**config.mk**
```make
export PLATFORM = sky130hd
export DESIGN_NAME = fcc_writer
export DESIGN_NICKNAME = d
export VERILOG_FILES = /design/src/fcc_pkg.sv /design/src/fcc_writer.sv
export SDC_FILE = /design/constraint.sdc
export NUM_CORES = 1
export LEC_CHECK = 0
export CAP_MARGIN = 20
export CORE_UTILIZATION = 55
export CTS_CLUSTER_DIAMETER = 60
export DETAILED_ROUTE_END_ITERATION = 10
export DONT_BUFFER_PORTS = 1
export GPL_ROUTABILITY_DRIVEN = 0
export PLACE_DENSITY = 0.7
export SYNTH_ARGS = -nofsm -noshare
export SYNTH_HDL_FRONTEND = slang
export SYNTH_SLANG_ARGS = --single-unit
```
**constraint.sdc**
```tcl
create_clock -name clk -period 0.9 [get_ports clk]
set_clock_uncertainty 0.05 [all_clocks]
set_input_delay 0.045 -clock clk [delete_from_list [all_inputs] [get_ports clk]]
set_output_delay 0.045 -clock clk [all_outputs]
set_load 0.01 [all_outputs]
```
**src/fcc_pkg.sv**
```systemverilog
/*
 * Shared definitions for the fully connected layer accelerator
 * Sizes, payload types and the controller state encoding
 */

package fcc_pkg;

  // ============================================================
  // Sizes
  // ============================================================

  // Byte address width of all memory ports
  localparam int ADDR_WIDTH = 19;
  // Bytes per chunk, also the multiplier lane count
  localparam int DP_DEPTH = 32;
  localparam int CHUNKS_PER_ROW = 4;
  localparam int ROW_BYTES = DP_DEPTH * CHUNKS_PER_ROW;
  localparam int MAX_ROWS = 128;
  // One written word per row
  localparam int RESULT_BYTES = 4;

  // Signed row sum, 128 products of 255 x -128 fit easily
  localparam int ACC_WIDTH = 24;
  localparam int RESULT_WIDTH = 8 * RESULT_BYTES;

  // ============================================================
  // Types
  // ============================================================

  typedef logic [ADDR_WIDTH-1:0] addr_t;

  // Wide enough to hold MAX_ROWS itself
  typedef logic [$clog2(MAX_ROWS + 1)-1:0] row_t;
  typedef logic [$clog2(CHUNKS_PER_ROW)-1:0] chunk_idx_t;

  // Byte k sits at bits 8k+7 down to 8k
  typedef logic [8*DP_DEPTH-1:0] chunk_t;

  typedef logic signed [7:0] bias_t;
  typedef logic signed [ACC_WIDTH-1:0] acc_t;

  // Never negative after the rectifier
  typedef logic [RESULT_WIDTH-1:0] result_t;

  // Controller states
  typedef enum logic [1:0] {
    IDLE  = 2'd0,
    FETCH = 2'd1,
    ACCUM = 2'd2,
    WRITE = 2'd3
  } fcc_state_t;

endpackage

```
**src/fcc_writer.sv**
```systemverilog
/*
 * fcc result writer
 * Adds the row bias, clips negative totals to zero and holds the write
 * request with its address and word until acknowledged
 */

`timescale 1ns/10ps

module fcc_writer (
  input  logic             clk,
  input  logic             rst_n,
  input  logic             write_start,
  input  fcc_pkg::row_t    row_idx,
  input  fcc_pkg::acc_t    row_acc,
  input  fcc_pkg::bias_t   row_bias,
  input  fcc_pkg::addr_t   fc_addrz,
  output logic             wr_req,
  output fcc_pkg::addr_t   wr_addr,
  output fcc_pkg::result_t wr_data,
  input  logic             wr_ack,
  output logic             write_done
);

  import fcc_pkg::*;

  // Row total before the rectifier
  acc_t biased_sum;

  // Bias byte sign-extended to the accumulator width
  assign biased_sum = row_acc + acc_t'(row_bias);

  // Ack cycle of a pending write
  assign write_done = wr_req & wr_ack;

  // ============================================================
  // Write request
  // ============================================================
  always_ff @(posedge clk or negedge rst_n)
  begin
    if (!rst_n)
      wr_req <= 1'b0;
    else if (write_start)
      wr_req <= 1'b1;
    else if (wr_ack)
      // Drops the cycle after the ack
      wr_req <= 1'b0;
  end

  // Address and word, steady while the request is up
  always_ff @(posedge clk)
  begin
    if (write_start)
    begin
      // One word per row
      wr_addr <= fc_addrz + (addr_t'(row_idx) << $clog2(RESULT_BYTES));
      // Rectifier
      if (biased_sum < 0)
        wr_data <= '0;
      else
        wr_data <= result_t'(biased_sum);
    end
  end

endmodule

```
==> run metrics <==
run status=complete, but fails checks; violated checks=hold timing, setup timing; Internal=0.004700 W; Max Fclk=between 0.5 and 0.6 GHz; drt first-iter violations=111; Reg clk slew, reported paths=0.08 ns; sequential share of power=0.432; layout cell share with drive strength beyond 1=0.4146; asr flop ratio synth=0.02273; Ys Warns=0; first-pass GRT wire length=approximately 12,000 µm; DRT antenna net count=0; Num CTS Buffers=5; Seq/Total Area, Yosys=0.4101; CTS Sinks=44; WP data required=0.90 ns; clock power share=0.219; ys flop type=edfxtp_1; Distinct cells, synth=between 50 and 60; Initial Util=0.5758; CTS H-tree depth=2; Critical Setup Path Class=primary input to flip-flop; Critical Path End Type=flip-flop; Fin. Hold Viols=45; Congestion Overflow GR=0; PD cells=between 1000 and 1500 nW/µm²; Min-Delay Path Class=primary input to flip-flop; Avg Vias per Cell=5.706; final worst setup slack=-0.9626 ns; Worst setup SP type=primary input; unrepaired setup endpoints after global routing=yes; synth-to-layout area growth=40.62%; fin util=0.8097; Core Rows=27; largest net degree at the start of global routing=45; Pins Over Slew Limit=0; # port buffers=0; Sw Share=0.3037; EDFF count, synth=43; Commonest cells post-synth=edfxtp_1, ha_1, nor2_1; Combinational Power Share=0.350; Avg WL per Cell=17.15 µm; Cell Count, Final, Fillers Out=470; DRC=0; Static Leak=1.821 nW; Mapped Cells=305; io pins=116; crit path DAT=1.86 ns; Seq cells post-synth=44; share of the synthesized area in the top cell type=0.4023; Placed Instances=433; syn_nets=401; Design Power=0.006750 W; router iterations before antenna repair=4; max cap viols=0; total track usage=0.2573; number of nets in the layout=493; CTS tree=built; final wirelength=8060 µm; fin crit share=2.070; final hold slack=-0.1982 ns; VDD IR max=around 1.2 mV; hold buffer count at cts=14; DP Area=3806 µm²; minimum clock period=1.863 ns; crit path max-delay cell type=o41a_1; antenna cell count=0; switching power=0.002050 W; initial antenna violation count=0; mapped cell area=3209 µm²; top-count cell post-synth=edfxtp_1; Final setup viols=46; CP Cell Sequence=ha_4 -> fa_2 -> a21o_1 -> a21oi_2 -> nor2_1 -> o21a_1 -> o41a_1 -> nand3_1 -> xnor2_1; core area=5574 µm²; Max Root-Sink Buffers=2; vias in the first global route=roughly 2,600; die area=between 6000 and 7000 µm²; DP HPWL=5588 µm; crit path max fanout=5; Synth area leader=edfxtp_1; Synth Area per Inst=10.52 µm²; via count=2,682; leading post-synthesis cells by cell area=edfxtp_1, ha_1, xnor2_1; slowest stage delay, CP=0.49 ns; die width=around 78 µm; CTS root buf=clkbuf_8; Die Y=~78 µm; fin area=4513 µm²; clk_lat worst skew=around 0.29 ns
-- cell usage in the layout (no fill, tap or decap), drive strengths merged, types with 2 or more instances in the layout --
master       count
nor2b            4
o31ai            2
a21oi           26
and2             5
a21o            13
nand3            8
ha              31
inv              7
nor3             6
edfxtp          43
o21a             2
nand4            2
clkbuf           5
buf             85
xor2            14
fa               2
a211oi           4
xnor2           22
dlygate4sd3     14
o211ai           4
nand2b           5
and3             7
a31oi            3
nand2           17
o21ai           14
nor2            30
a311oi           2
-- layout make-up --
cell class                      count  area (µm²)
Multi-Input combinational cell    240        2160
Timing Repair Buffer               99       809.5
Tap cell                           72       90.09
Sequential cell                    44        1316
Fill cell                         333        1061
Clock inverter                      3       42.54
Clock buffer                        5       68.82
Inverter                            7       26.28
-- layer usage --
metal,track usage,wire length [µm],vias to the layer above
li1,-,-,1313
met1,0.3145,3288,1234
met2,0.4684,4081,118
met3,0.03140,535,17
met4,0.08148,154,0
met5,0,0,-
-- registers in the layout, summed over array words and instances, names as in the netlist --
signal,cells
wr_data,24
wr_addr,19
wr_req,1
-- through the flow --
stage	setup WS (ns)	setup TNS (ns)
2_1_floorplan	-1.171	-32.16
3_3_place_gp	-1.256	-37.56
3_5_place_dp	-1.297	-39.17
4_1_cts	-0.9109	-22.97
5_1_grt	-1.018	-28.21
6_report	-0.9626	-25.33
-- power by group through the flow --
stage | clock, W | combinational, W | sequential (W)
CTS | 0.00150 | 0.00212 | 0.00292
floorplan | 0 | 0.00126 | 0.00291
global route | 0.00154 | 0.00256 | 0.00294
finish | 0.00148 | 0.00236 | 0.00291
detailed placement | 0 | 0.00184 | 0.00297
global placement | 0 | 0.00179 | 0.00296
-- timing repair --
| item | 4_1_cts | 5_1_grt |
|---|---|---|
| gates resized for setup | 40 | 26 |
| pin swaps | 35 | 28 |
| endpoints found under the hold margin | 58 | 45 |
| setup endpoints to repair | 46 | 46 |
| setup buffers | 9 | 8 |
-- cell families after synthesis --
logic type / share of synthesized area
XOR/XNOR: 0.1006
other: 0.001168
buffers and inverters: 0.04015
AO/OA/AOI/OAI: 0.1739
flip-flops: 0.4101
AND/OR/NAND/NOR: 0.1407
adder cells (fa/ha/maj): 0.1333
-- worst max-delay path: cells and delay by family --
kind                       cells  cell delay, ns
xor gates and xnor gates       1            0.08
and+or+nand+nor                2            0.23
AOI/OAI and AO/OA              4            1.01
adders and majority gates      2            0.48
-- final timing paths --
kind                                               to  depth (start not counted)               start  slack (ns)
worst max-delay path            wr_addr[12]$_DFFE_PP_                          9          row_idx[0]       -0.96
worst min-delay path               wr_req$_DFFE_PN0P_                          1         write_start       -0.20
worst max register to register     wr_req$_DFFE_PN0P_                          1  wr_req$_DFFE_PN0P_        0.13
worst min register to register     wr_req$_DFFE_PN0P_                          1  wr_req$_DFFE_PN0P_        0.53
max in group asynchronous          wr_req$_DFFE_PN0P_                          2               rst_n        0.25
min in group asynchronous          wr_req$_DFFE_PN0P_                          2               rst_n        0.45
Power figures use the tool's default switching activity.
