<file path="src/fcc_pkg.sv">
/*
 * Shared definitions for the fully connected layer accelerator
 * Sizes, payload types and the controller state encoding
 */

package fcc_pkg;

  // ============================================================
  // Sizes
  // ============================================================

  // Byte address width of all memory ports
  localparam int ADDR_WIDTH = 19;
  // Bytes per chunk, also the multiplier lane count
  localparam int DP_DEPTH = 32;
  localparam int CHUNKS_PER_ROW = 4;
  localparam int ROW_BYTES = DP_DEPTH * CHUNKS_PER_ROW;
  localparam int MAX_ROWS = 128;
  // One written word per row
  localparam int RESULT_BYTES = 4;

  // Signed row sum, 128 products of 255 x -128 fit easily
  localparam int ACC_WIDTH = 24;
  localparam int RESULT_WIDTH = 8 * RESULT_BYTES;

  // ============================================================
  // Types
  // ============================================================

  typedef logic [ADDR_WIDTH-1:0] addr_t;

  // Wide enough to hold MAX_ROWS itself
  typedef logic [$clog2(MAX_ROWS + 1)-1:0] row_t;
  typedef logic [$clog2(CHUNKS_PER_ROW)-1:0] chunk_idx_t;

  // Byte k sits at bits 8k+7 down to 8k
  typedef logic [8*DP_DEPTH-1:0] chunk_t;

  typedef logic signed [7:0] bias_t;
  typedef logic signed [ACC_WIDTH-1:0] acc_t;

  // Never negative after the rectifier
  typedef logic [RESULT_WIDTH-1:0] result_t;

  // Controller states
  typedef enum logic [1:0] {
    IDLE  = 2'd0,
    FETCH = 2'd1,
    ACCUM = 2'd2,
    WRITE = 2'd3
  } fcc_state_t;

endpackage

</file>
<file path="src/fcc_mac.sv">
/*
 * fcc multiply-accumulate unit
 * 32-lane unsigned by signed byte multiply, adder tree over the lanes
 * and the row accumulator across chunks
 */

`timescale 1ns/10ps

module fcc_mac (
  input  logic            clk,
  input  logic            rst_n,
  input  logic            mac_clear,
  input  logic            mac_add,
  input  fcc_pkg::chunk_t pic_chunk,
  input  fcc_pkg::chunk_t wgt_chunk,
  output fcc_pkg::acc_t   row_acc
);

  import fcc_pkg::*;

  // Sum of the 32 products of the current chunk
  acc_t chunk_sum;

  // ============================================================
  // Lane products and adder tree
  // ============================================================
  always_comb
  begin
    // Heap layout, leaves at DP_DEPTH and up, root at 1
    acc_t tree [1:2*DP_DEPTH-1];
    for (int i = 0; i < DP_DEPTH; i++)
    begin
      // Data byte zero-extended, weight byte sign-extended
      tree[DP_DEPTH + i] = acc_t'($signed({1'b0, pic_chunk[8*i +: 8]}))
                         * acc_t'($signed(wgt_chunk[8*i +: 8]));
    end
    // Pairwise reduction, five levels for 32 lanes
    for (int n = DP_DEPTH - 1; n >= 1; n--)
    begin
      tree[n] = tree[2*n] + tree[2*n + 1];
    end
    chunk_sum = tree[1];
  end

  // Row accumulator
  always_ff @(posedge clk or negedge rst_n)
  begin
    if (!rst_n)
      row_acc <= '0;
    else if (mac_clear)
      // New row starts from zero
      row_acc <= '0;
    else if (mac_add)
      row_acc <= row_acc + chunk_sum;
  end

endmodule

</file>
<file path="config.mk">
export PLATFORM = sky130hd
export DESIGN_NAME = fcc_mac
export DESIGN_NICKNAME = d
export VERILOG_FILES = /design/src/fcc_pkg.sv /design/src/fcc_mac.sv
export SDC_FILE = /design/constraint.sdc
export NUM_CORES = 2
export LEC_CHECK = 0
export ABC_AREA = 1
export BUFFER_PORTS_ARGS = -buffer_cell sky130_fd_sc_hd__buf_2
export CAP_MARGIN = 0
export CORE_ASPECT_RATIO = 1.25
export CORE_MARGIN = 2
export CORE_UTILIZATION = 55
export DETAILED_ROUTE_END_ITERATION = 8
export PLACE_DENSITY = 0.73
export SYNTH_ARGS = -nofsm -noshare
export SYNTH_HDL_FRONTEND = slang
export SYNTH_SLANG_ARGS = --single-unit
</file>
<file path="constraint.sdc">
create_clock -name clk -period 17.4 [get_ports clk]
set_input_delay 1.74 -clock clk [delete_from_list [all_inputs] [get_ports clk]]
set_output_delay 1.74 -clock clk [all_outputs]
set_load 0.05 [all_outputs]
</file>
==> flow_metrics.py <==
metrics = {
    "status": {
        "run_status": "finished, final reports clean",
    },
    "critical_path": {
        "worst-setup-path-type": "input pin to flip-flop",
        "max_stage_delay_ps": 590,
        "crit_path_end_kind": "flip-flop",
        "cell_at_the_slowest_stage_of_the_critical_path": "sky130_fd_sc_hd__fa_1",
        "r2r-end": "row_acc[15]",
        "required_time_reported_for_the_critical_path_endpoint_ps": 17550,
        "r2r_slack_ps": 8230,
        "timing.critical_path.from_type": "input pin",
        "arrival_ps": 11280,
        "crit_path_frequent_cell": "sky130_fd_sc_hd__fa_1",
        "ff2ff_path_depth": 27,
        "r2r_start": "row_acc[3]",
        "critical_path.max_fanout": 9,
        "worstSetupStartpoint": "wgt_chunk[63]",
    },
    "cells_and_area": {
        "fin_util": 0.576,
        "flow.area_growth_from_synthesis_pct": 4.24,
        "top_register": "row_acc",
        "reg_top3": "row_acc (24)",
        "stdcell_count": 11800,
        "post_route_cells_drive_above_1_share": 0.0673,
        "commonest_cells_after_routing_fill_and_taps_aside": "sky130_fd_sc_hd__inv_1, sky130_fd_sc_hd__fa_1, sky130_fd_sc_hd__nand2_1",
        "largest_register_ff_count": 24,
        "nets": 13500,
        "most_common_cell_after_layout_fill_and_taps_aside": "sky130_fd_sc_hd__inv_1",
    },
    "place": {
        "dpl.hpwl_um": 229000,
        "place.detailed.instances": 11700,
        "gp_congestion": 1.03,
        "port_buffers": 539,
    },
    "grt": {
        "global_route.overflow_total": 0,
        "gr-usage-all-layers": 0.333,
        "maximum_number_of_pins_on_one_net_before_global_route_repair": 25,
        "grt_pass1_vias": 66500,
        "number_of_antenna_violations_at_the_first_check_in_global_routing": 35,
        "grt_first_pass_wirelength_um": 379000,
    },
    "sta": {
        "final-max-slew-violation-count": 0,
        "clock_skew_ps": 7.23,
        "setup_violations": 0,
        "timing.final.crit_period_ps": 11140,
        "worst_pin_slew_ps": 610,
        "hold_violations": 0,
        "fin_crit_sh": 0.640,
        "max_freq_ghz": 0.0898,
        "setup_tns_ps": 0,
        "max_slew_margin": 0.593,
        "rsz0062_at_grt": "no",
    },
    "detailed_routing": {
        "dr_total_vias": 59300,
        "drt_iter0_markers": 3913,
        "ant_nets": 0,
        "wl_um": 244000,
        "detailedRoute.firstPassIterationCount": 8,
        "post_drt_wl_per_cell_um": 20.8,
        "route.detailed.drc": 0,
        "post_drt_via_cell_ratio": 5.05,
    },
    "logic_synthesis": {
        "synth_largest_area_cell": "sky130_fd_sc_hd__fa_1",
        "syn_avg_cell_area_um2": 8.42,
        "ys_seq_area_frac": 0.00733,
        "synth_area_um2": 82000,
        "synth_top_area_frac": 0.535,
        "postSynthNetCount": 13400,
        "ys_seq_elements": 24,
        "ranking_of_synthesized_cells_by_area": "sky130_fd_sc_hd__fa_1, sky130_fd_sc_hd__inv_1, sky130_fd_sc_hd__ha_1, sky130_fd_sc_hd__nand2_1, sky130_fd_sc_hd__clkbuf_1",
        "ys.warnings.count": 0,
        "cell_variety_after_synth": 36,
        "synth_cells": 9738,
    },
    "min_path": {
        "hold-path-endpoint": "row_acc[14]",
        "hold_class": "flip-flop to flip-flop",
        "holdCritStartpoint": "row_acc[14]",
        "worstHoldPathCells": 2,
    },
    "cts": {
        "cts_max_level": 1,
        "cts_repair_resize_count": 0,
        "postCtsSetupBuffers": 0,
        "ctsRootBufferMaster": "sky130_fd_sc_hd__clkbuf_16",
        "cts_tree": "built",
        "cts.clk_slew.worst_paths_ps": 70,
        "cts_hold_buffers": 0,
        "clock_path_buffers": 2,
        "clock_latency_ps": 270,
        "sinks_on_the_clock_net": 24,
        "num_cts_buffers": 3,
    },
    "floorplan": {
        "floorplan.die_area_um2": 152000,
        "chipWidth_um": 349,
        "initial_utilization": 0.553,
        "ioPinCount": 540,
        "die_h_um": 436,
        "core-area_um2": 148000,
        "num_rows": 158,
    },
    "job": {
        "number_of_max_cap_violations": 0,
    },
}
[stage by stage]
step	hold slack, ps	setup slack (ps)	area [um2]
2_1_floorplan	774	7110	82000
3_3_place_gp	531	6000	85300
3_5_place_dp	534	5970	85300
4_1_cts	554	6240	85400
5_1_grt	599	5870	85400
6_report	554	6260	85500
[cell type report]
class	instances	area, um2
multi-input combinational	5535	65700
fill	13500	62800
inverter	3696	13900
timing repair buffer	541	2710
tap	1920	2400
sequential	24	601
clock buffer	4	88.8
antenna	34	85.1
[routing by layer]
metal | vias to the layer above | global-route usage | share of wire
li1 | 26300 | - | -
met1 | 30100 | 0.384 | 0.35
met2 | 2176 | 0.595 | 0.51
met3 | 677 | 0.0394 | 0.062
met4 | 30 | 0.193 | 0.075
met5 | - | 0 | 0.00074
[critical path, delay by kind of cell]
family,cells,cell delay [ps]
adder cells (fa/ha/maj),14,7090
buffers and inverters,12,1130
AND/OR/NAND/NOR,5,900
AO/OA/AOI/OAI,4,410
[cell usage after synthesis, drive strengths merged]
| master | n |
|---|---|
| nor3 | 5 |
| nand3b | 2 |
| o21a | 1 |
| or2 | 86 |
| fa | 2190 |
| a22o | 5 |
| a31oi | 2 |
| xnor2 | 11 |
| clkinv | 21 |
| nand2 | 1932 |
| nand4 | 3 |
| a21o | 2 |
| clkbuf | 483 |
| a21oi | 36 |
| o21ai | 28 |
| nand3 | 20 |
| o211ai | 1 |
| and3 | 1 |
| a32o | 2 |
| inv | 3675 |
| ha | 997 |
| nor2 | 204 |
| dfrtp | 24 |
| a31o | 2 |
| xor2 | 1 |
| o31ai | 3 |
| a21boi | 1 |
[cells by family after synthesis]
group / share of synthesized area
xor+xnor: 0.00128
compound gates: 0.00623
simple gates: 0.107
flops: 0.00733
buf+inv: 0.191
fa+ha+maj: 0.687
[worst max-delay path by stage]
| stage | endpoint | depth (start not counted) | slack, ps |
|---|---|---|---|
| floorplan | row_acc[16] | 33 | 7110 |
| global placement | row_acc[12] | 33 | 6000 |
| detailed placement | row_acc[9] | 31 | 5970 |
| CTS | row_acc[15] | 35 | 6240 |
| global route | row_acc[19] | 35 | 5870 |
| finish | row_acc[15] | 35 | 6260 |
Power is left out: the tool's default activity adds up to more than one toggle a clock period on the data nets, which glitch-free logic cannot reach.
