### src/fcc_pkg.sv
/*
 * Shared definitions for the fully connected layer accelerator
 * Sizes, payload types and the controller state encoding
 */

package fcc_pkg;

  // ============================================================
  // Sizes
  // ============================================================

  // Byte address width of all memory ports
  localparam int ADDR_WIDTH = 19;
  // Bytes per chunk, also the multiplier lane count
  localparam int DP_DEPTH = 32;
  localparam int CHUNKS_PER_ROW = 4;
  localparam int ROW_BYTES = DP_DEPTH * CHUNKS_PER_ROW;
  localparam int MAX_ROWS = 128;
  // One written word per row
  localparam int RESULT_BYTES = 4;

  // Signed row sum, 128 products of 255 x -128 fit easily
  localparam int ACC_WIDTH = 24;
  localparam int RESULT_WIDTH = 8 * RESULT_BYTES;

  // ============================================================
  // Types
  // ============================================================

  typedef logic [ADDR_WIDTH-1:0] addr_t;

  // Wide enough to hold MAX_ROWS itself
  typedef logic [$clog2(MAX_ROWS + 1)-1:0] row_t;
  typedef logic [$clog2(CHUNKS_PER_ROW)-1:0] chunk_idx_t;

  // Byte k sits at bits 8k+7 down to 8k
  typedef logic [8*DP_DEPTH-1:0] chunk_t;

  typedef logic signed [7:0] bias_t;
  typedef logic signed [ACC_WIDTH-1:0] acc_t;

  // Never negative after the rectifier
  typedef logic [RESULT_WIDTH-1:0] result_t;

  // Controller states
  typedef enum logic [1:0] {
    IDLE  = 2'd0,
    FETCH = 2'd1,
    ACCUM = 2'd2,
    WRITE = 2'd3
  } fcc_state_t;

endpackage

### src/fcc_ctrl.sv
/*
 * fcc controller
 * Four-state machine stepping fetch, accumulate and write for every row,
 * with the row and chunk counters, busy level and done pulse
 */

`timescale 1ns/10ps

module fcc_ctrl (
  input  logic                clk,
  input  logic                rst_n,
  input  logic                fc_go,
  input  fcc_pkg::row_t       fc_rows,
  output logic                fc_done,
  output logic                fc_busy,
  output logic                fetch_start,
  output fcc_pkg::row_t       row_idx,
  output fcc_pkg::chunk_idx_t chunk_idx,
  input  logic                chunk_ready,
  output logic                mac_clear,
  output logic                mac_add,
  output logic                write_start,
  input  logic                write_done
);

  import fcc_pkg::*;

  fcc_state_t state;
  // Row count latched at go
  row_t       rows_lat;

  // ============================================================
  // State machine and counters
  // ============================================================
  always_ff @(posedge clk or negedge rst_n)
  begin
    if (!rst_n)
    begin
      state       <= IDLE;
      rows_lat    <= '0;
      row_idx     <= '0;
      chunk_idx   <= '0;
      fc_done     <= 1'b0;
      fc_busy     <= 1'b0;
      fetch_start <= 1'b0;
      mac_clear   <= 1'b0;
      mac_add     <= 1'b0;
      write_start <= 1'b0;
    end
    else
    begin
      // Single-cycle strobes by default
      fc_done     <= 1'b0;
      fetch_start <= 1'b0;
      mac_clear   <= 1'b0;
      mac_add     <= 1'b0;
      write_start <= 1'b0;
      case (state)
        IDLE:
        begin
          // Empty jobs are ignored
          if (fc_go && (fc_rows != '0))
          begin
            rows_lat    <= fc_rows;
            row_idx     <= '0;
            chunk_idx   <= '0;
            fetch_start <= 1'b1;
            mac_clear   <= 1'b1;
            fc_busy     <= 1'b1;
            state       <= FETCH;
          end
        end
        FETCH:
        begin
          // Wait for all reads of the chunk
          if (chunk_ready)
          begin
            mac_add <= 1'b1;
            state   <= ACCUM;
          end
        end
        ACCUM:
        begin
          if (chunk_idx == chunk_idx_t'(CHUNKS_PER_ROW - 1))
          begin
            // Row sum complete one cycle later, in time for the writer
            write_start <= 1'b1;
            state       <= WRITE;
          end
          else
          begin
            chunk_idx   <= chunk_idx + 1'b1;
            fetch_start <= 1'b1;
            state       <= FETCH;
          end
        end
        WRITE:
        begin
          if (write_done)
          begin
            if (row_idx == row_t'(rows_lat - 1'b1))
            begin
              // Last row acknowledged
              fc_done <= 1'b1;
              fc_busy <= 1'b0;
              state   <= IDLE;
            end
            else
            begin
              row_idx     <= row_idx + 1'b1;
              chunk_idx   <= '0;
              fetch_start <= 1'b1;
              mac_clear   <= 1'b1;
              state       <= FETCH;
            end
          end
        end
        default:
          state <= IDLE;
      endcase
    end
  end

endmodule

### config.mk
export PLATFORM = sky130hd
export DESIGN_NAME = fcc_ctrl
export DESIGN_NICKNAME = d
export VERILOG_FILES = /design/src/fcc_pkg.sv /design/src/fcc_ctrl.sv
export SDC_FILE = /design/constraint.sdc
export NUM_CORES = 1
export LEC_CHECK = 0
export ABC_AREA = 1
export BUFFER_PORTS_ARGS = -buffer_cell sky130_fd_sc_hd__buf_2
export CAP_MARGIN = 20
export CORE_UTILIZATION = 55
export DETAILED_ROUTE_END_ITERATION = 8
export GPL_TIMING_DRIVEN = 0
export PLACE_DENSITY = 0.82
export SLEW_MARGIN = 25
export SYNTH_ARGS = -nofsm -noshare
export SYNTH_HDL_FRONTEND = slang
export SYNTH_SLANG_ARGS = --single-unit
### constraint.sdc
create_clock -name clk -period 2.44 [get_ports clk]
set_input_delay 0 -clock clk [delete_from_list [all_inputs] [get_ports clk]]
set_output_delay 0 -clock clk [all_outputs]
set_load 0.02 [all_outputs]
==> reports/metrics.csv <==
stage;metric;value;unit
sta;hold_violations;0;
sta;fin_skew;0.00278;ns
synthesis;synthTopCellsByArea;dfrtp_1 39%, nand2_1 14%, inv_1 7.1%;
global_routing;antenna_found_initial;0;
drt;first_iter_violations;59;
worst_setup_path;worstSetupEndpointType;register;
worst_setup_path;path_max_fanout;10;
global_routing;grt_util_all_layers;0.236;
worst_setup_path;critPathSlowestCell;dfrtp_1;
drt;ant_nets;0;
synthesis;synth_cell_types;25;
cells_and_area;area_growth;18.5;%
synthesis;syn_area;1680;um2
sta;layout_setup_ws;0.374;ns
power;cellLeakagePower;1.14;nW
min_path;hp-class;input port to asynchronous set/reset pin;
synthesis;synth.top_cell.area_share;0.387;
place;post-dp-hpwl;2.43;mm
worst_setup_path;r2r_setup_slack;0.37;ns
job;maxCapViolations;0;
floorplan;die_h;57.3;um
cells_and_area;stdcell_area;1990;um2
drt;route.detailed.drc;1;
synthesis;synth_nets;251;
floorplan;initial_core_util;0.595;
clock_network;cts_made_buffers;3;
cells_and_area;fin_nets;295;
synthesis;avgSynthCellArea;7.35;um2
synthesis;synth_common_cells;65 x nand2_1, 32 x inv_1, 26 x dfrtp_1;
global_routing;first_global_vias;1449;
floorplan;dieArea;3290;um2
synthesis;synth_seq_cells;26;
global_routing;grt_pass1_wl;6.10;mm
floorplan;io_pins;29;
clock_network;htreeDepth;1;
sta;setup_viol;0;
clock_network;cts_tree;done;
worst_setup_path;cp-start-kind;register;
clock_network;cts-resized-gates;0;
synthesis;synth_cells;229;
clock_network;cts-root-buf;clkbuf_4;
cells_and_area;finalCoreUtilization;0.705;
global_routing;globalRouteOverflowTotal;0;
drt;vias;1553;
cells_and_area;fin_cells;302;
sta;setup_tns;0;ns
worst_setup_path;critPathKind;register to register;
cells_and_area;drive_gt1_frac;0.159;
status;status;finished, violations left;
cells_and_area;diodes;0;
worst_setup_path;critical_path_buf_inv_count;3;
clock_network;path_clk_slew;0.13;ns
clock_network;cts_sinks;26;
worst_setup_path;reg2reg_depth;7;
sta;slew_headroom;0.610;
drt;wirelength;3.54;mm
drt;firstDrtPassIters;8;
worst_setup_path;critPathTopFamily;buffers and inverters;
floorplan;core;2830;um2
place;gp_congestion;0.853;
synthesis;synth-edff-count;0;
worst_setup_path;r2r_start;state[0];
drt;vias_per_cell;5.14;
worst_setup_path;cp.required;2.66;ns
place;dp_cells;288;
sta;min_period_over_period;0.847;
drt;wl_per_cell;11.7;um
worst_setup_path;r2r_end;row_idx[5];
synthesis;synth-seq-area-share;0.387;
sta;finalMaxSlewViolations;0;
power;cellPowerDensity;987;nW/um2
cells_and_area;fill_cells;234;
power;peakVddDrop;0.000715;V
worst_setup_path;cp_slowest_stage_delay;0.50;ns
sta;fmax;484;MHz
clock_network;cts_setup_buffers;0;
place;placed_cell_area;1860;um2
global_routing;grt_max_degree;27;
place;dp_slack;0.411;ns
floorplan;rows;19;
cells_and_area;regArea;651;um2
clock_network;clk_latency;0.31;ns
status;violations;DRC;
synthesis;synth_ff_type;dfrtp_1;
floorplan;die_width;57.3;um
cells_and_area;multi_input_area;872;um2
synthesis;yosysTopAreaCell;dfrtp_1;
sta;tightestPinTransition;0.585;ns
clock_network;clock_path_buffers;2;
worst_setup_path;arrival;2.28;ns
worst_setup_path;cp_cell_sequence;ha_1, clkinv_1, o21ai_0, inv_1, buf_6, nand4_1, nand2_1;
synthesis;synth.most_common_cell;nand2_1;
sta;timing.final.crit_period;2.07;ns
place;portBuffers;28;
synthesis;synthArstFlopShare;1.00;
synthesis;ys_warn_count;0;
sta;rsz0062_at_grt;false;
clock_network;postCtsHoldBufs;11;
-- final cells by class --
class                      count  area share
inverter                      33      0.0621
buffer                         5      0.0182
multi-input combinational    165       0.437
tap                           31      0.0194
sequential                    26       0.326
clock buffer                   3      0.0113
timing repair buffer          39       0.125
-- worst max path at each step --
stage,start,to,slack [ns],cells past startpoint
floorplan,rows_lat[0],fc_busy,0.73,13
global placement,state[0],chunk_idx[1],0.43,7
detailed placement,state[0],row_idx[5],0.41,7
CTS,state[0],row_idx[5],0.38,7
global route,rows_lat[0],fetch_start,0.17,13
finish,state[0],row_idx[5],0.37,7
-- cell usage in the layout (no fill, tap or decap) --
cell type / synthesis / layout
a21oi_1: 3 / 3
a21oi_2: 1 / 1
buf_2: 1 / 29
buf_6: 2 / 2
clkbuf_1: 1 / 1
clkbuf_2: 1 / 1
clkbuf_4: 0 / 3
clkinv_1: 1 / 1
dfrtp_1: 26 / 26
dlygate4sd3_1: 0 / 11
ha_1: 9 / 9
inv_1: 32 / 32
nand2_1: 65 / 65
nand2_2: 1 / 1
nand3_1: 18 / 18
nand3_2: 2 / 2
nand3b_1: 1 / 1
nand4_1: 14 / 14
nand4_2: 1 / 1
nor2_1: 21 / 21
nor2_2: 1 / 1
nor3_1: 1 / 1
nor3b_1: 1 / 1
o21ai_0: 14 / 14
or2_2: 2 / 2
xnor2_1: 4 / 4
xor2_1: 6 / 6
-- kinds of logic (layout without fill, tap and decap cells) --
logic type	after synthesis	count (layout)	share of synthesized area
AOI/OAI and AO/OA	18	18	0.0558
xor gates and xnor gates	10	10	0.0520
adders and majority gates	9	9	0.0669
buffers and inverters	38	80	0.0952
DFF	26	26	0.387
and+or+nand+nor	128	128	0.343
-- where the power goes --
part	switching (mW)	internal (mW)	leakage, nW
clock	0.119	0.0577	0.0138
combinational	0.684	0.400	0.782
sequential	0.149	0.560	0.341
-- flip-flops by register name (all words and copies together) (netlist names) --
| name | flops |
|---|---|
| chunk_idx | 2 |
| fc_busy | 1 |
| fc_done | 1 |
| fetch_start | 1 |
| mac_add | 1 |
| mac_clear | 1 |
| row_idx | 8 |
| rows_lat | 8 |
| state | 2 |
| write_start | 1 |
-- worst register-to-register path, cell delays in order, from the launching register on --
cell and delay (ns):
dfrtp_1 0.50, ha_1 0.32, clkinv_1 0.27, o21ai_0 0.35
inv_1 0.19, buf_6 0.18, nand4_1 0.09, nand2_1 0.06
-- layer usage --
layer,track usage,vias up,wire [um]
li1,-,816,-
met1,0.309,692,1630
met2,0.407,39,1730
met3,0.0249,6,133
met4,0.0871,0,42
met5,0,-,0
-- metrics by stage --
stage | hold slack [ns] | total power [mW]
after floorplan | -0.296 | 1.53
after global routing | 0.244 | 2.19
after global placement | 0.0306 | 1.76
after detailed placement | 0.0328 | 1.77
final | 0.213 | 1.97
after CTS | 0.210 | 1.97
Note: power is estimated with default switching activity, not from simulation.
