**config.mk**
```make
export PLATFORM = sky130hd
export DESIGN_NAME = fcc_fetch
export DESIGN_NICKNAME = d
export VERILOG_FILES = /design/src/fcc_pkg.sv /design/src/fcc_fetch.sv
export SDC_FILE = /design/constraint.sdc
export NUM_CORES = 1
export LEC_CHECK = 0
export ABC_CLOCK_PERIOD_IN_PS = 19050
export BUFFER_PORTS_ARGS = -buffer_cell sky130_fd_sc_hd__buf_2
export CAP_MARGIN = 25
export CELL_PAD_IN_SITES_DETAIL_PLACEMENT = 1
export CELL_PAD_IN_SITES_GLOBAL_PLACEMENT = 1
export CORE_AREA = 2 2 456 458
export CTS_CLUSTER_DIAMETER = 200
export DETAILED_ROUTE_END_ITERATION = 8
export DIE_AREA = 0 0 458 460
export HOLD_SLACK_MARGIN = 0.08
export PLACE_DENSITY_LB_ADDON = 0.2
export SLEW_MARGIN = 20
export SYNTH_ARGS = -nofsm -noshare
export SYNTH_HDL_FRONTEND = slang
export SYNTH_SLANG_ARGS = --single-unit
```
**constraint.sdc**
```tcl
create_clock -name clk -period 19.05 [get_ports clk]
set_input_delay 3.81 -clock clk [delete_from_list [all_inputs] [get_ports clk]]
set_output_delay 3.81 -clock clk [all_outputs]
set_load 0.05 [all_outputs]
```
**src/fcc_pkg.sv**
```systemverilog
/*
 * Shared definitions for the fully connected layer accelerator
 * Sizes, payload types and the controller state encoding
 */

package fcc_pkg;

  // ============================================================
  // Sizes
  // ============================================================

  // Byte address width of all memory ports
  localparam int ADDR_WIDTH = 19;
  // Bytes per chunk, also the multiplier lane count
  localparam int DP_DEPTH = 32;
  localparam int CHUNKS_PER_ROW = 4;
  localparam int ROW_BYTES = DP_DEPTH * CHUNKS_PER_ROW;
  localparam int MAX_ROWS = 128;
  // One written word per row
  localparam int RESULT_BYTES = 4;

  // Signed row sum, 128 products of 255 x -128 fit easily
  localparam int ACC_WIDTH = 24;
  localparam int RESULT_WIDTH = 8 * RESULT_BYTES;

  // ============================================================
  // Types
  // ============================================================

  typedef logic [ADDR_WIDTH-1:0] addr_t;

  // Wide enough to hold MAX_ROWS itself
  typedef logic [$clog2(MAX_ROWS + 1)-1:0] row_t;
  typedef logic [$clog2(CHUNKS_PER_ROW)-1:0] chunk_idx_t;

  // Byte k sits at bits 8k+7 down to 8k
  typedef logic [8*DP_DEPTH-1:0] chunk_t;

  typedef logic signed [7:0] bias_t;
  typedef logic signed [ACC_WIDTH-1:0] acc_t;

  // Never negative after the rectifier
  typedef logic [RESULT_WIDTH-1:0] result_t;

  // Controller states
  typedef enum logic [1:0] {
    IDLE  = 2'd0,
    FETCH = 2'd1,
    ACCUM = 2'd2,
    WRITE = 2'd3
  } fcc_state_t;

endpackage

```
**src/fcc_fetch.sv**
```systemverilog
/*
 * fcc fetch unit
 * Issues the data, weight and bias reads for one chunk, captures the
 * returned values and signals when the whole chunk is in
 */

`timescale 1ns/10ps

module fcc_fetch (
  input  logic               clk,
  input  logic               rst_n,
  input  logic               fetch_start,
  input  fcc_pkg::row_t      row_idx,
  input  fcc_pkg::chunk_idx_t chunk_idx,
  input  fcc_pkg::addr_t     fc_addrx,
  input  fcc_pkg::addr_t     fc_addry,
  input  fcc_pkg::addr_t     fc_addrb,
  output logic               pic_req,
  output logic               wgt_req,
  output logic               bias_req,
  output fcc_pkg::addr_t     pic_addr,
  output fcc_pkg::addr_t     wgt_addr,
  output fcc_pkg::addr_t     bias_addr,
  input  logic               pic_valid,
  input  logic               wgt_valid,
  input  logic               bias_valid,
  input  fcc_pkg::chunk_t    pic_data,
  input  fcc_pkg::chunk_t    wgt_data,
  input  fcc_pkg::bias_t     bias_data,
  output fcc_pkg::chunk_t    pic_chunk,
  output fcc_pkg::chunk_t    wgt_chunk,
  output fcc_pkg::bias_t     row_bias,
  output logic               chunk_ready
);

  import fcc_pkg::*;

  // Pending state after this cycle's answers
  logic pic_pend_nxt;
  logic wgt_pend_nxt;
  logic bias_pend_nxt;
  logic any_pend;

  // A req stays high until its channel answers
  assign pic_pend_nxt  = pic_req & ~pic_valid;
  assign wgt_pend_nxt  = wgt_req & ~wgt_valid;
  assign bias_pend_nxt = bias_req & ~bias_valid;
  assign any_pend      = pic_req | wgt_req | bias_req;

  // ============================================================
  // Request flags, one per channel, doubling as pending flags
  // ============================================================
  always_ff @(posedge clk or negedge rst_n)
  begin
    if (!rst_n)
    begin
      pic_req     <= 1'b0;
      wgt_req     <= 1'b0;
      bias_req    <= 1'b0;
      chunk_ready <= 1'b0;
    end
    else
    begin
      // Last outstanding answer seen this cycle
      chunk_ready <= any_pend & ~(pic_pend_nxt | wgt_pend_nxt | bias_pend_nxt);
      if (fetch_start)
      begin
        pic_req  <= 1'b1;
        wgt_req  <= 1'b1;
        // Bias only once per row
        bias_req <= (chunk_idx == '0);
      end
      else
      begin
        pic_req  <= pic_pend_nxt;
        wgt_req  <= wgt_pend_nxt;
        bias_req <= bias_pend_nxt;
      end
    end
  end

  // Addresses latched at start, steady while the reqs are up
  always_ff @(posedge clk)
  begin
    if (fetch_start)
    begin
      pic_addr  <= fc_addrx + (addr_t'(chunk_idx) << $clog2(DP_DEPTH));
      wgt_addr  <= fc_addry + (addr_t'(row_idx) << $clog2(ROW_BYTES))
                 + (addr_t'(chunk_idx) << $clog2(DP_DEPTH));
      bias_addr <= fc_addrb + addr_t'(row_idx);
    end
  end

  // Returned chunks and bias, held until the next answer
  always_ff @(posedge clk)
  begin
    if (pic_req && pic_valid)
      pic_chunk <= pic_data;
    if (wgt_req && wgt_valid)
      wgt_chunk <= wgt_data;
    // Kept through all chunks of the row
    if (bias_req && bias_valid)
      row_bias <= bias_data;
  end

endmodule

```
==> results_dict.tcl, run 1 <==
set metrics [dict create \
    yosys_warnings 0 \
    p_sw_mw 1.085 \
    hold_depth 2 \
    dieArea_um2 210700 \
    pwr-share-comb 0.147 \
    worstPathCellList "buf_2 > ha_1 > inv_1 > fa_1 > nor2b_1 > o211ai_1 > a211oi_1 > o21ai_0 > xnor2_1" \
    firstDrtPassIters 4 \
    rows 167 \
    drtAntennaViolNets 0 \
    slowest_delay_ns 0.64 \
    skew_ns 0.02660 \
    grt_pass1_wl_um 171200 \
    ff_latch_area_um2 17430 \
    cts_setup_buffers 0 \
    core-area_um2 206000 \
    p_leak_nw 11.98 \
    switching_share 0.3064 \
    ys_ff_latch 581 \
    clkTransAtPathRegs_ns 0.06 \
    synth_top_cells_by_count "edfxtp_1, xnor2_1, ha_1" \
    holdBufCountCts 0 \
    synth_cell_type_count 40 \
    cp.required_ns 19.48 \
    synth_edf_count 577 \
    syn_nets 1384 \
    final_core_util 0.1491 \
    slew_headroom 0.3217 \
    tritoncts "built" \
    antenna_found_initial 216 \
    clockRootBuffer "clkbuf_16" \
    cts_made_buffers 80 \
    clkSinkCount 581 \
    die_h_um 460 \
    netlist_top_cells_area "edfxtp_1, xnor2_1, ha_1, dfrtp_1, xor2_1" \
    fin_crit_ns 5.555 \
    multiInputGateArea_um2 1365 \
    hold_viol_final 0 \
    critPathArrivalTime_ns 5.99 \
    grt_overflow 0 \
    grt_pass1_vias 13795 \
    grt_max_degree 143 \
    pwr-share-clk 0.419 \
    drtIter0Drc 925 \
    synth.avg_cell_area_um2 24.52 \
    r2r_end "pic_chunk[109]$_DFFE_PP_" \
    drive_gt1_frac 0.6197 \
    wl_per_cell_um 29.72 \
    htreeDepth 3 \
    post_cts_resized 0 \
    rsz0062_at_grt "no" \
    start_util 0.09141 \
    finalCritPeriodShare 0.2916 \
    ir_worst_vdd_mv 0.06079 \
    netlist_area_um2 18830 \
    cp_top_family "compound AO/OA/AOI/OAI gates" \
    grtUsageTotal 0.1300 \
    max_cap_violations 0 \
    gp_congestion 0.8234 \
    setup_viol 0 \
    seq_power_share 0.434 \
    outcome "finished, final reports clean" \
    hp-class "reg2reg" \
    worstHoldEndpoint "chunk_ready$_DFF_PN0_" \
    intPower_mw 2.456 \
    cpMaxStageDelayCell "a211oi_1" \
    clk_latency_ns 0.71 \
    via_per_inst 2.846 \
    total_power_mw 3.541 \
    worst_slack_ns 13.49 \
    syn2layout_area_growth_pct 63.15 \
    async_flop_share 0.006885 \
    layout.nets 2643 \
    ff2ff_path_depth 2 \
    die_x_um 458 \
    max_freq_mhz 180.0 \
    drc 0 \
    synth_top_flop_cell "edfxtp_1" \
    crit_buf_inv 2 \
    crit_path_end_kind "register" \
    synth.largest_area_cell "edfxtp_1" \
    min-delay-start "pic_req$_DFF_PN0_" \
    io_buffers 1173 \
    ios 1174 \
    nFillCells 23404 \
    pre_cts_ws_ns 12.72 \
    p_per_area_nw_per_um2 115.3 \
    dp_hpwl_um 124400 \
    tns_ns 0 \
    worstSetupStartpointType "input port" \
    netlist_instances 768 \
    slew_viol_final 0 \
    yosysSeqAreaShare 0.9254 \
    synth.most_common_cell "edfxtp_1" \
    tightest_slew_ns 1.018 \
    crit_type "in2reg" \
    r2r-start "pic_req$_DFF_PN0_" \
    wl_um 143200 \
    synth_top_area_frac 0.9201 \
    crit_path_max_fanout 5 \
    vias 13714 \
    reg2reg_slack_ns 16.53 \
    clock_path_buffers 3 \
]
-- kinds of logic after synthesis --
| kind of cell | synth area share |
|---|---|
| multiplexers | 0.0005979 |
| AO/OA/AOI/OAI | 0.01701 |
| flip-flops | 0.9254 |
| adder cells (fa/ha/maj) | 0.01648 |
| AND/OR/NAND/NOR | 0.02000 |
| XOR/XNOR | 0.01814 |
| buffers and inverters | 0.002392 |
-- power by group through the flow --
stage / clock, mW / combinational (mW) / sequential (mW)
2_1_floorplan: 0 / 0.0502 / 1.82
3_3_place_gp: 0 / 0.535 / 1.56
3_5_place_dp: 0 / 0.536 / 1.56
4_1_cts: 1.56 / 0.537 / 1.54
5_1_grt: 1.59 / 0.547 / 1.54
6_report: 1.48 / 0.520 / 1.54
-- cells in the final DEF, fill, tap and decap left out, drive strengths merged, types with 2 or more instances in the layout --
| cell type | Yosys | final |
|---|---|---|
| buf | 1 | 1178 |
| edfxtp | 577 | 577 |
| clkbuf | 0 | 104 |
| diode | 0 | 35 |
| xnor2 | 30 | 30 |
| clkinv | 0 | 22 |
| ha | 20 | 20 |
| nor2 | 12 | 12 |
| inv | 11 | 12 |
| nand2 | 11 | 11 |
| o21ai | 10 | 10 |
| xor2 | 9 | 9 |
| a21oi | 8 | 8 |
| nand3 | 7 | 7 |
| nor3 | 6 | 6 |
| nand4 | 6 | 6 |
| nor2b | 5 | 5 |
| a31oi | 5 | 5 |
| a21o | 5 | 5 |
| bufinv | 0 | 5 |
| and3 | 5 | 5 |
| dfrtp | 4 | 4 |
| and2 | 4 | 4 |
| o21a | 3 | 3 |
| o211ai | 3 | 3 |
| and4 | 3 | 3 |
| or2 | 3 | 3 |
| fa | 3 | 3 |
| clkinvlp | 0 | 3 |
| a2111oi | 2 | 2 |
| a211oi | 2 | 2 |
| nand2b | 2 | 2 |
-- worst max-delay path by stage --
stage                           start                 endpoint  cells past startpoint
2_1_floorplan               pic_valid   pic_chunk[0]$_DFFE_PP_                      1
3_3_place_gp               row_idx[0]  bias_addr[16]$_DFFE_PP_                      9
3_5_place_dp               row_idx[0]  bias_addr[14]$_DFFE_PP_                      9
4_1_cts        pic_chunk[7]$_DFFE_PP_             pic_chunk[7]                      1
5_1_grt                    row_idx[0]  bias_addr[14]$_DFFE_PP_                      9
6_report                   row_idx[0]  bias_addr[14]$_DFFE_PP_                      9
-- state kept, by name, summed over array words and instances, names as in the netlist --
register,cells
pic_chunk,256
wgt_chunk,256
bias_addr,19
pic_addr,19
wgt_addr,19
row_bias,8
bias_req,1
chunk_ready,1
pic_req,1
wgt_req,1
-- per-stage QoR --
step | std cells | hold WS, ns | cell area (um2)
2_1_floorplan | 768 | 0.8642 | 18830
3_3_place_gp | 4649 | 0.7266 | 28150
3_5_place_dp | 4649 | 0.7338 | 28150
4_1_cts | 4784 | 0.7447 | 30640
5_1_grt | 4789 | 0.8032 | 30650
6_report | 4819 | 0.7223 | 30720
-- routing by layer --
metal | GRT usage | wire length (um) | part of all wire
met3 | 0.07200 | 18300 | 0.13
met5 | 0 | 644 | 0.0045
met2 | 0.2214 | 69100 | 0.48
met1 | 0.1416 | 51940 | 0.36
met4 | 0.02442 | 3253 | 0.023
-- worst min-delay path, stage by stage (launching register included) --
cell and delay (ns):
dfrtp_1 0.43, nor3_1 0.18, nor4_1 0.07
-- layout make-up --
cell class	count	area share
inverters	11	0.001344
clock inverters	31	0.01275
flip-flops and latches	581	0.5672
clock buffers	104	0.06809
well taps	2704	0.1101
diodes	35	0.002851
repair buffers	1178	0.1932
multi-input cells	175	0.04443
Note: power is estimated with default switching activity, not from simulation.
==> inputs of run 2 (changes only) <==
Settings changed: ABC_CLOCK_PERIOD_IN_PS 19050 to 5200.
Clock period 19.05 ns to 5.2 ns, I/O delays scaled along.
==> run 2 against run 1 <==
Worst hold slack worse by 0.22 ns. Wire length is 0.17% lower. Sequential power rose to 3.6 times the previous value. First-iteration DRC count shrank 13%. Utilization increased by 0.11 points. Die area unchanged. Largest cell class unchanged. Setup slack got worse by 11 ns. Cell count up 0.66%. Total power rose to 3.7 times the previous value. Global-route usage is essentially flat. Register-to-register slack got worse by 13 ns.
==> results_dict.tcl, run 2 (synthesis gave the netlist of run 1 again) <==
set metrics [dict create \
    outcome "finished, final reports clean" \
    dp_cells 4656 \
    critPathArrivalTime_ns 3.40 \
    p_leak_nw 12.10 \
    die_h_um 460 \
    cp_top_family "compound AO/OA/AOI/OAI gates" \
    cp.required_ns 5.65 \
    cpMaxStageDelayCell "a211oi_1" \
    slew_headroom 0.3248 \
    dieArea_um2 210700 \
    p_per_area_nw_per_um2 423.9 \
    firstDrtPassIters 5 \
    syn2layout_area_growth_pct 64.35 \
    core-area_um2 206000 \
    skew_ns 0.03881 \
    ir_worst_vdd_mv 0.2230 \
    hold_ws_ns 0.5012 \
    via_per_inst 2.855 \
    stdcell_count 4851 \
    clk_latency_ns 0.71 \
    rsz0062_at_grt "no" \
    grt_pass1_wl_um 171100 \
    tritoncts "built" \
    wl_per_cell_um 29.48 \
    slowest_delay_ns 0.81 \
    tns_ns 0 \
    tightest_slew_ns 1.013 \
    crit_type "in2reg" \
    worstSetupStartpointType "input port" \
    rows 167 \
    drtIter0Drc 806 \
    htreeDepth 3 \
    max_freq_mhz 339.9 \
    wl_um 143000 \
    dp_hpwl_um 124000 \
    final_common_cell "buf_2" \
    antenna_found_initial 251 \
    cts_made_buffers 81 \
    grt_overflow 0 \
    clock_path_buffers 3 \
    nFillCells 23450 \
    total_power_mw 13.12 \
    drtAntennaViolNets 0 \
    io_buffers 1173 \
    layout.nets 2652 \
    drive_gt1_frac 0.6233 \
    grt_max_degree 99 \
    clkSinkCount 581 \
    grtUsageTotal 0.1299 \
    setup_viol 0 \
    gp_congestion 0.8211 \
    vias 13850 \
    fin_crit_ns 2.942 \
    crit_path_end_kind "register" \
    clockRootBuffer "clkbuf_16" \
    start_util 0.09141 \
    clkTransAtPathRegs_ns 0.06 \
    ios 1174 \
    hold_viol_final 0 \
    cts_setup_buffers 0 \
    hp-class "in2reg" \
    max_cap_violations 0 \
    finalCritPeriodShare 0.5658 \
    worstPathCellList "buf_2 > ha_1 > inv_1 > fa_1 > nor2b_1 > o211ai_1 > a211oi_1 > o21ai_0 > xnor2_1" \
    holdBufCountCts 1 \
    drc 0 \
    slew_viol_final 0 \
    crit_path_max_fanout 5 \
    crit_buf_inv 2 \
    reg_top3 "pic_chunk x256, wgt_chunk x256" \
    die_x_um 458 \
    mostFrequentLayoutCells "buf_2, edfxtp_1, clkbuf_16, xnor2_1, clkbuf_1" \
    grt_pass1_vias 13882 \
    post_cts_resized 0 \
]
-- run 2: cell count changes in the layout (fill, tap and decap cells not counted), moves of 2 or more --
cell	change
buf_4	+5
clkbuf_16	+2
inv_6	+2
clkinv_2	+11
diode_2	+12
clkbuf_1	-2
clkinv_8	-2
buf_12	+2
-- run 2: per-stage QoR --
step	utilization	setup WS (ns)	area [um2]
6_report	0.1502	2.258	30950
5_1_grt	0.1497	2.161	30850
4_1_cts	0.1497	2.343	30830
3_5_place_dp	0.1370	1.543	28230
3_3_place_gp	0.1370	1.493	28230
2_1_floorplan	-	0.5644	18830
-- run 2: worst register-to-register path: cells and delay by family (launching register included) --
| kind | cells | cell delay [ns] |
|---|---|---|
| flip-flops | 1 | 0.39 |
| buffers and inverters | 1 | 0.54 |
| AND/OR/NAND/NOR | 1 | 0.67 |
-- run 2: path summary, 6_finish.rpt --
kind                                   startpoint                        to  slack [ns]  cells after the start
max in group asynchronous                   rst_n         pic_req$_DFF_PN0_        4.39                      2
worst max register to register  wgt_req$_DFF_PN0_  wgt_chunk[156]$_DFFE_PP_        3.15                      2
min in group asynchronous                   rst_n         wgt_req$_DFF_PN0_        0.68                      2
worst min register to register  pic_req$_DFF_PN0_     chunk_ready$_DFF_PN0_        0.71                      2
worst min-delay path                wgt_data[119]  wgt_chunk[119]$_DFFE_PP_        0.50                      1
worst max-delay path                  fc_addrb[0]   bias_addr[14]$_DFFE_PP_        2.26                      9
-- run 2: where the power goes --
| part | switching, mW | internal (mW) | leakage (nW) | total [mW] |
|---|---|---|---|---|
| clock network | 2.39 | 3.22 | 1.26 | 5.61 |
| registers | 0.0892 | 5.50 | 5.55 | 5.59 |
| logic | 1.51 | 0.407 | 5.29 | 1.92 |
-- run 2: area by class of cell --
class	instances	area (um2)	share of cell area
sequential	581	17430	0.5631
timing repair buffer	1186	6023	0.1946
tap	2704	3383	0.1093
clock buffer	104	2135	0.06897
multi-input combinational	175	1365	0.04411
clock inverter	43	457.9	0.01480
antenna	47	117.6	0.003800
inverter	11	41.29	0.001334
-- run 2: routing by layer --
metal	GRT usage	vias to the layer above	share of wire
li1	-	5714	-
met1	0.1304	6505	0.33
met2	0.2217	1049	0.48
met3	0.08693	440	0.16
met4	0.02869	142	0.025
met5	0	-	0.0063
==> inputs of run 3 (changes only) <==
Settings changed: ABC_CLOCK_PERIOD_IN_PS 5200 to 2600.
Clock period 5.2 ns to 2.6 ns, I/O delays scaled along.
==> run 3 against run 2 <==
Utilization is 2.9 points higher. Via count rose by 16%. Sequential power grew 100%. Count of clock-buffer cells in the layout fell by 11. First-iteration DRC count down 0.50%. Design area is 19% higher. Global-route usage increased by 0.40 points. Clock power rose by 110%. Critical path depth rose by 1. Critical endpoint is now bias_addr[18]$_DFFE_PP_.
==> results_dict.tcl, run 3 (synthesis gave the netlist of run 1 again) <==
set metrics [dict create \
    cpMaxStageDelayCell "fa_1" \
    critical_path_cell_count 10 \
    reg2reg_slack_ns 0.98 \
    drive_gt1_frac 0.5062 \
    cp.required_ns 3.04 \
    core-area_um2 206000 \
    tritoncts "built" \
    grt_overflow 0 \
    endpoint "bias_addr[18]$_DFFE_PP_" \
    via_per_inst 2.941 \
    skew_ns 0.02385 \
    clock_path_buffers 3 \
    rows 167 \
    final_core_util 0.1791 \
    drtAntennaViolNets 0 \
    clkSinkCount 581 \
    grt_max_degree 59 \
    wl_um 146600 \
    stdcell_count 5439 \
    slowest_delay_ns 0.42 \
    setup_viol 0 \
    crit_path_max_fanout 5 \
    outcome "finished, final reports clean" \
    dp_hpwl_um 128200 \
    worstPathCellList "buf_2 > ha_1 > inv_1 > fa_1 > nor2b_1 > o211ai_1 > a211oi_1 > buf_4 > o21ai_0 > xnor2_1" \
    htreeDepth 3 \
    pwr-share-clk 0.425 \
    switching_share 0.2959 \
    wl_per_cell_um 26.96 \
    antenna_found_initial 222 \
    dieArea_um2 210700 \
    ir_worst_vdd_mv 0.4173 \
    final_common_cell "buf_2" \
    io_buffers 1173 \
    hp-class "in2reg" \
    p_leak_nw 14.62 \
    grtUsageTotal 0.1339 \
    clk_latency_ns 0.69 \
    r2r-start "pic_req$_DFF_PN0_" \
    firstDrtPassIters 4 \
    cp_top_family "adder cells" \
    vias 15998 \
    die_h_um 460 \
    worstSetupStartpointType "input port" \
    layout.nets 3221 \
    gp_congestion 0.8463 \
    syn2layout_area_growth_pct 95.93 \
    start_util 0.09141 \
    max_freq_mhz 491.2 \
    reg_top3 "pic_chunk x256, wgt_chunk x256" \
    hold_viol_final 0 \
    max_cap_violations 0 \
    seq_power_share 0.403 \
    cts_made_buffers 80 \
    grt_pass1_vias 16692 \
    grt_pass1_wl_um 181600 \
    slew_headroom 0.6415 \
    mostFrequentLayoutCells "buf_2, edfxtp_1, dlygate4sd3_1, clkbuf_16, buf_4" \
    p_per_area_nw_per_um2 752.9 \
    intPower_mw 19.56 \
    drtIter0Drc 802 \
    ios 1174 \
    critPathArrivalTime_ns 2.47 \
    post_cts_resized 0 \
    crit_path_end_kind "register" \
    clkTransAtPathRegs_ns 0.05 \
    drc 0 \
    p_sw_mw 8.220 \
    clockRootBuffer "clkbuf_16" \
    rsz0062_at_grt "no" \
    slew_viol_final 0 \
    crit_buf_inv 3 \
    fin_crit_ns 2.036 \
    total_power_mw 27.78 \
    ff2ff_path_depth 2 \
    r2r_end "pic_chunk[18]$_DFFE_PP_" \
    tightest_slew_ns 0.5378 \
    pwr-share-comb 0.172 \
    finalCritPeriodShare 0.7831 \
    die_x_um 458 \
    crit_type "in2reg" \
    cp-startpoint "row_idx[0]" \
    dp_cells 4687 \
]
## run 3: cell types whose count changed in the layout (fill, tap and decap cells not counted), moves of 2 or more
cell           before  now
clkinv_16           3    0
dfrtp_1             4    2
dlygate4sd3_1       1  540
clkinv_4            1    3
clkinv_8            1    4
clkbuf_1           22   11
bufinv_16           6   14
dfrtp_2             0    2
inv_6               3    1
diode_2            47   66
buf_12              4   12
buf_4               9   31
## run 3: worst min-delay path by stage
stage,startpoint,end,slack [ns],depth (start not counted)
3_5_place_dp,rst_n,bias_req$_DFF_PN0_,0.34,1
5_1_grt,fc_addrx[16],pic_addr[16]$_DFFE_PP_,0.13,2
4_1_cts,fc_addry[17],wgt_addr[17]$_DFFE_PP_,0.08,2
3_3_place_gp,rst_n,bias_req$_DFF_PN0_,0.34,1
2_1_floorplan,rst_n,bias_req$_DFF_PN0_,0.22,0
6_report,fc_addrx[5],pic_addr[5]$_DFFE_PP_,0.16,2
## run 3: layer usage
layer,global-route usage,part of all wire
met1,0.1530,0.38
met2,0.2199,0.47
met3,0.06813,0.12
met4,0.03417,0.023
met5,0,0.0051
## run 3: what timing repair did
item                                   4_1_cts  5_1_grt
hold buffers                               540        0
setup buffers                                0        0
endpoints found under the hold margin      543        0
## run 3: area by class of cell
class | count | area [um2]
fill | 23305 | 169100
sequential | 581 | 17430
timing repair buffer | 1756 | 11750
tap | 2704 | 3383
clock buffer | 93 | 2082
multi-input combinational | 175 | 1365
clock inverter | 53 | 683.2
antenna | 66 | 165.2
inverter | 11 | 41.29
## run 3: per-stage QoR
stage               setup TNS, ns  hold WS, ns  setup WS, ns  cell area (um2)
detailed placement        -0.9367       0.3397       -0.2047            28560
CTS                             0      0.08078        0.3935            36730
global route                    0       0.1298        0.4389            36810
finish                          0       0.1581        0.5640            36900
floorplan                 -107.96       0.2244       -0.2109            18840
global placement          -0.6922       0.3368       -0.1549            28560
## run 3: power by group through the flow
stage	Clock (mW)	Combinational [mW]	Sequential, mW
6_report	11.8	4.78	11.2
5_1_grt	12.7	5.03	11.2
4_1_cts	12.4	4.93	11.2
3_5_place_dp	0	4.04	11.4
3_3_place_gp	0	4.04	11.4
2_1_floorplan	0	0.370	13.3
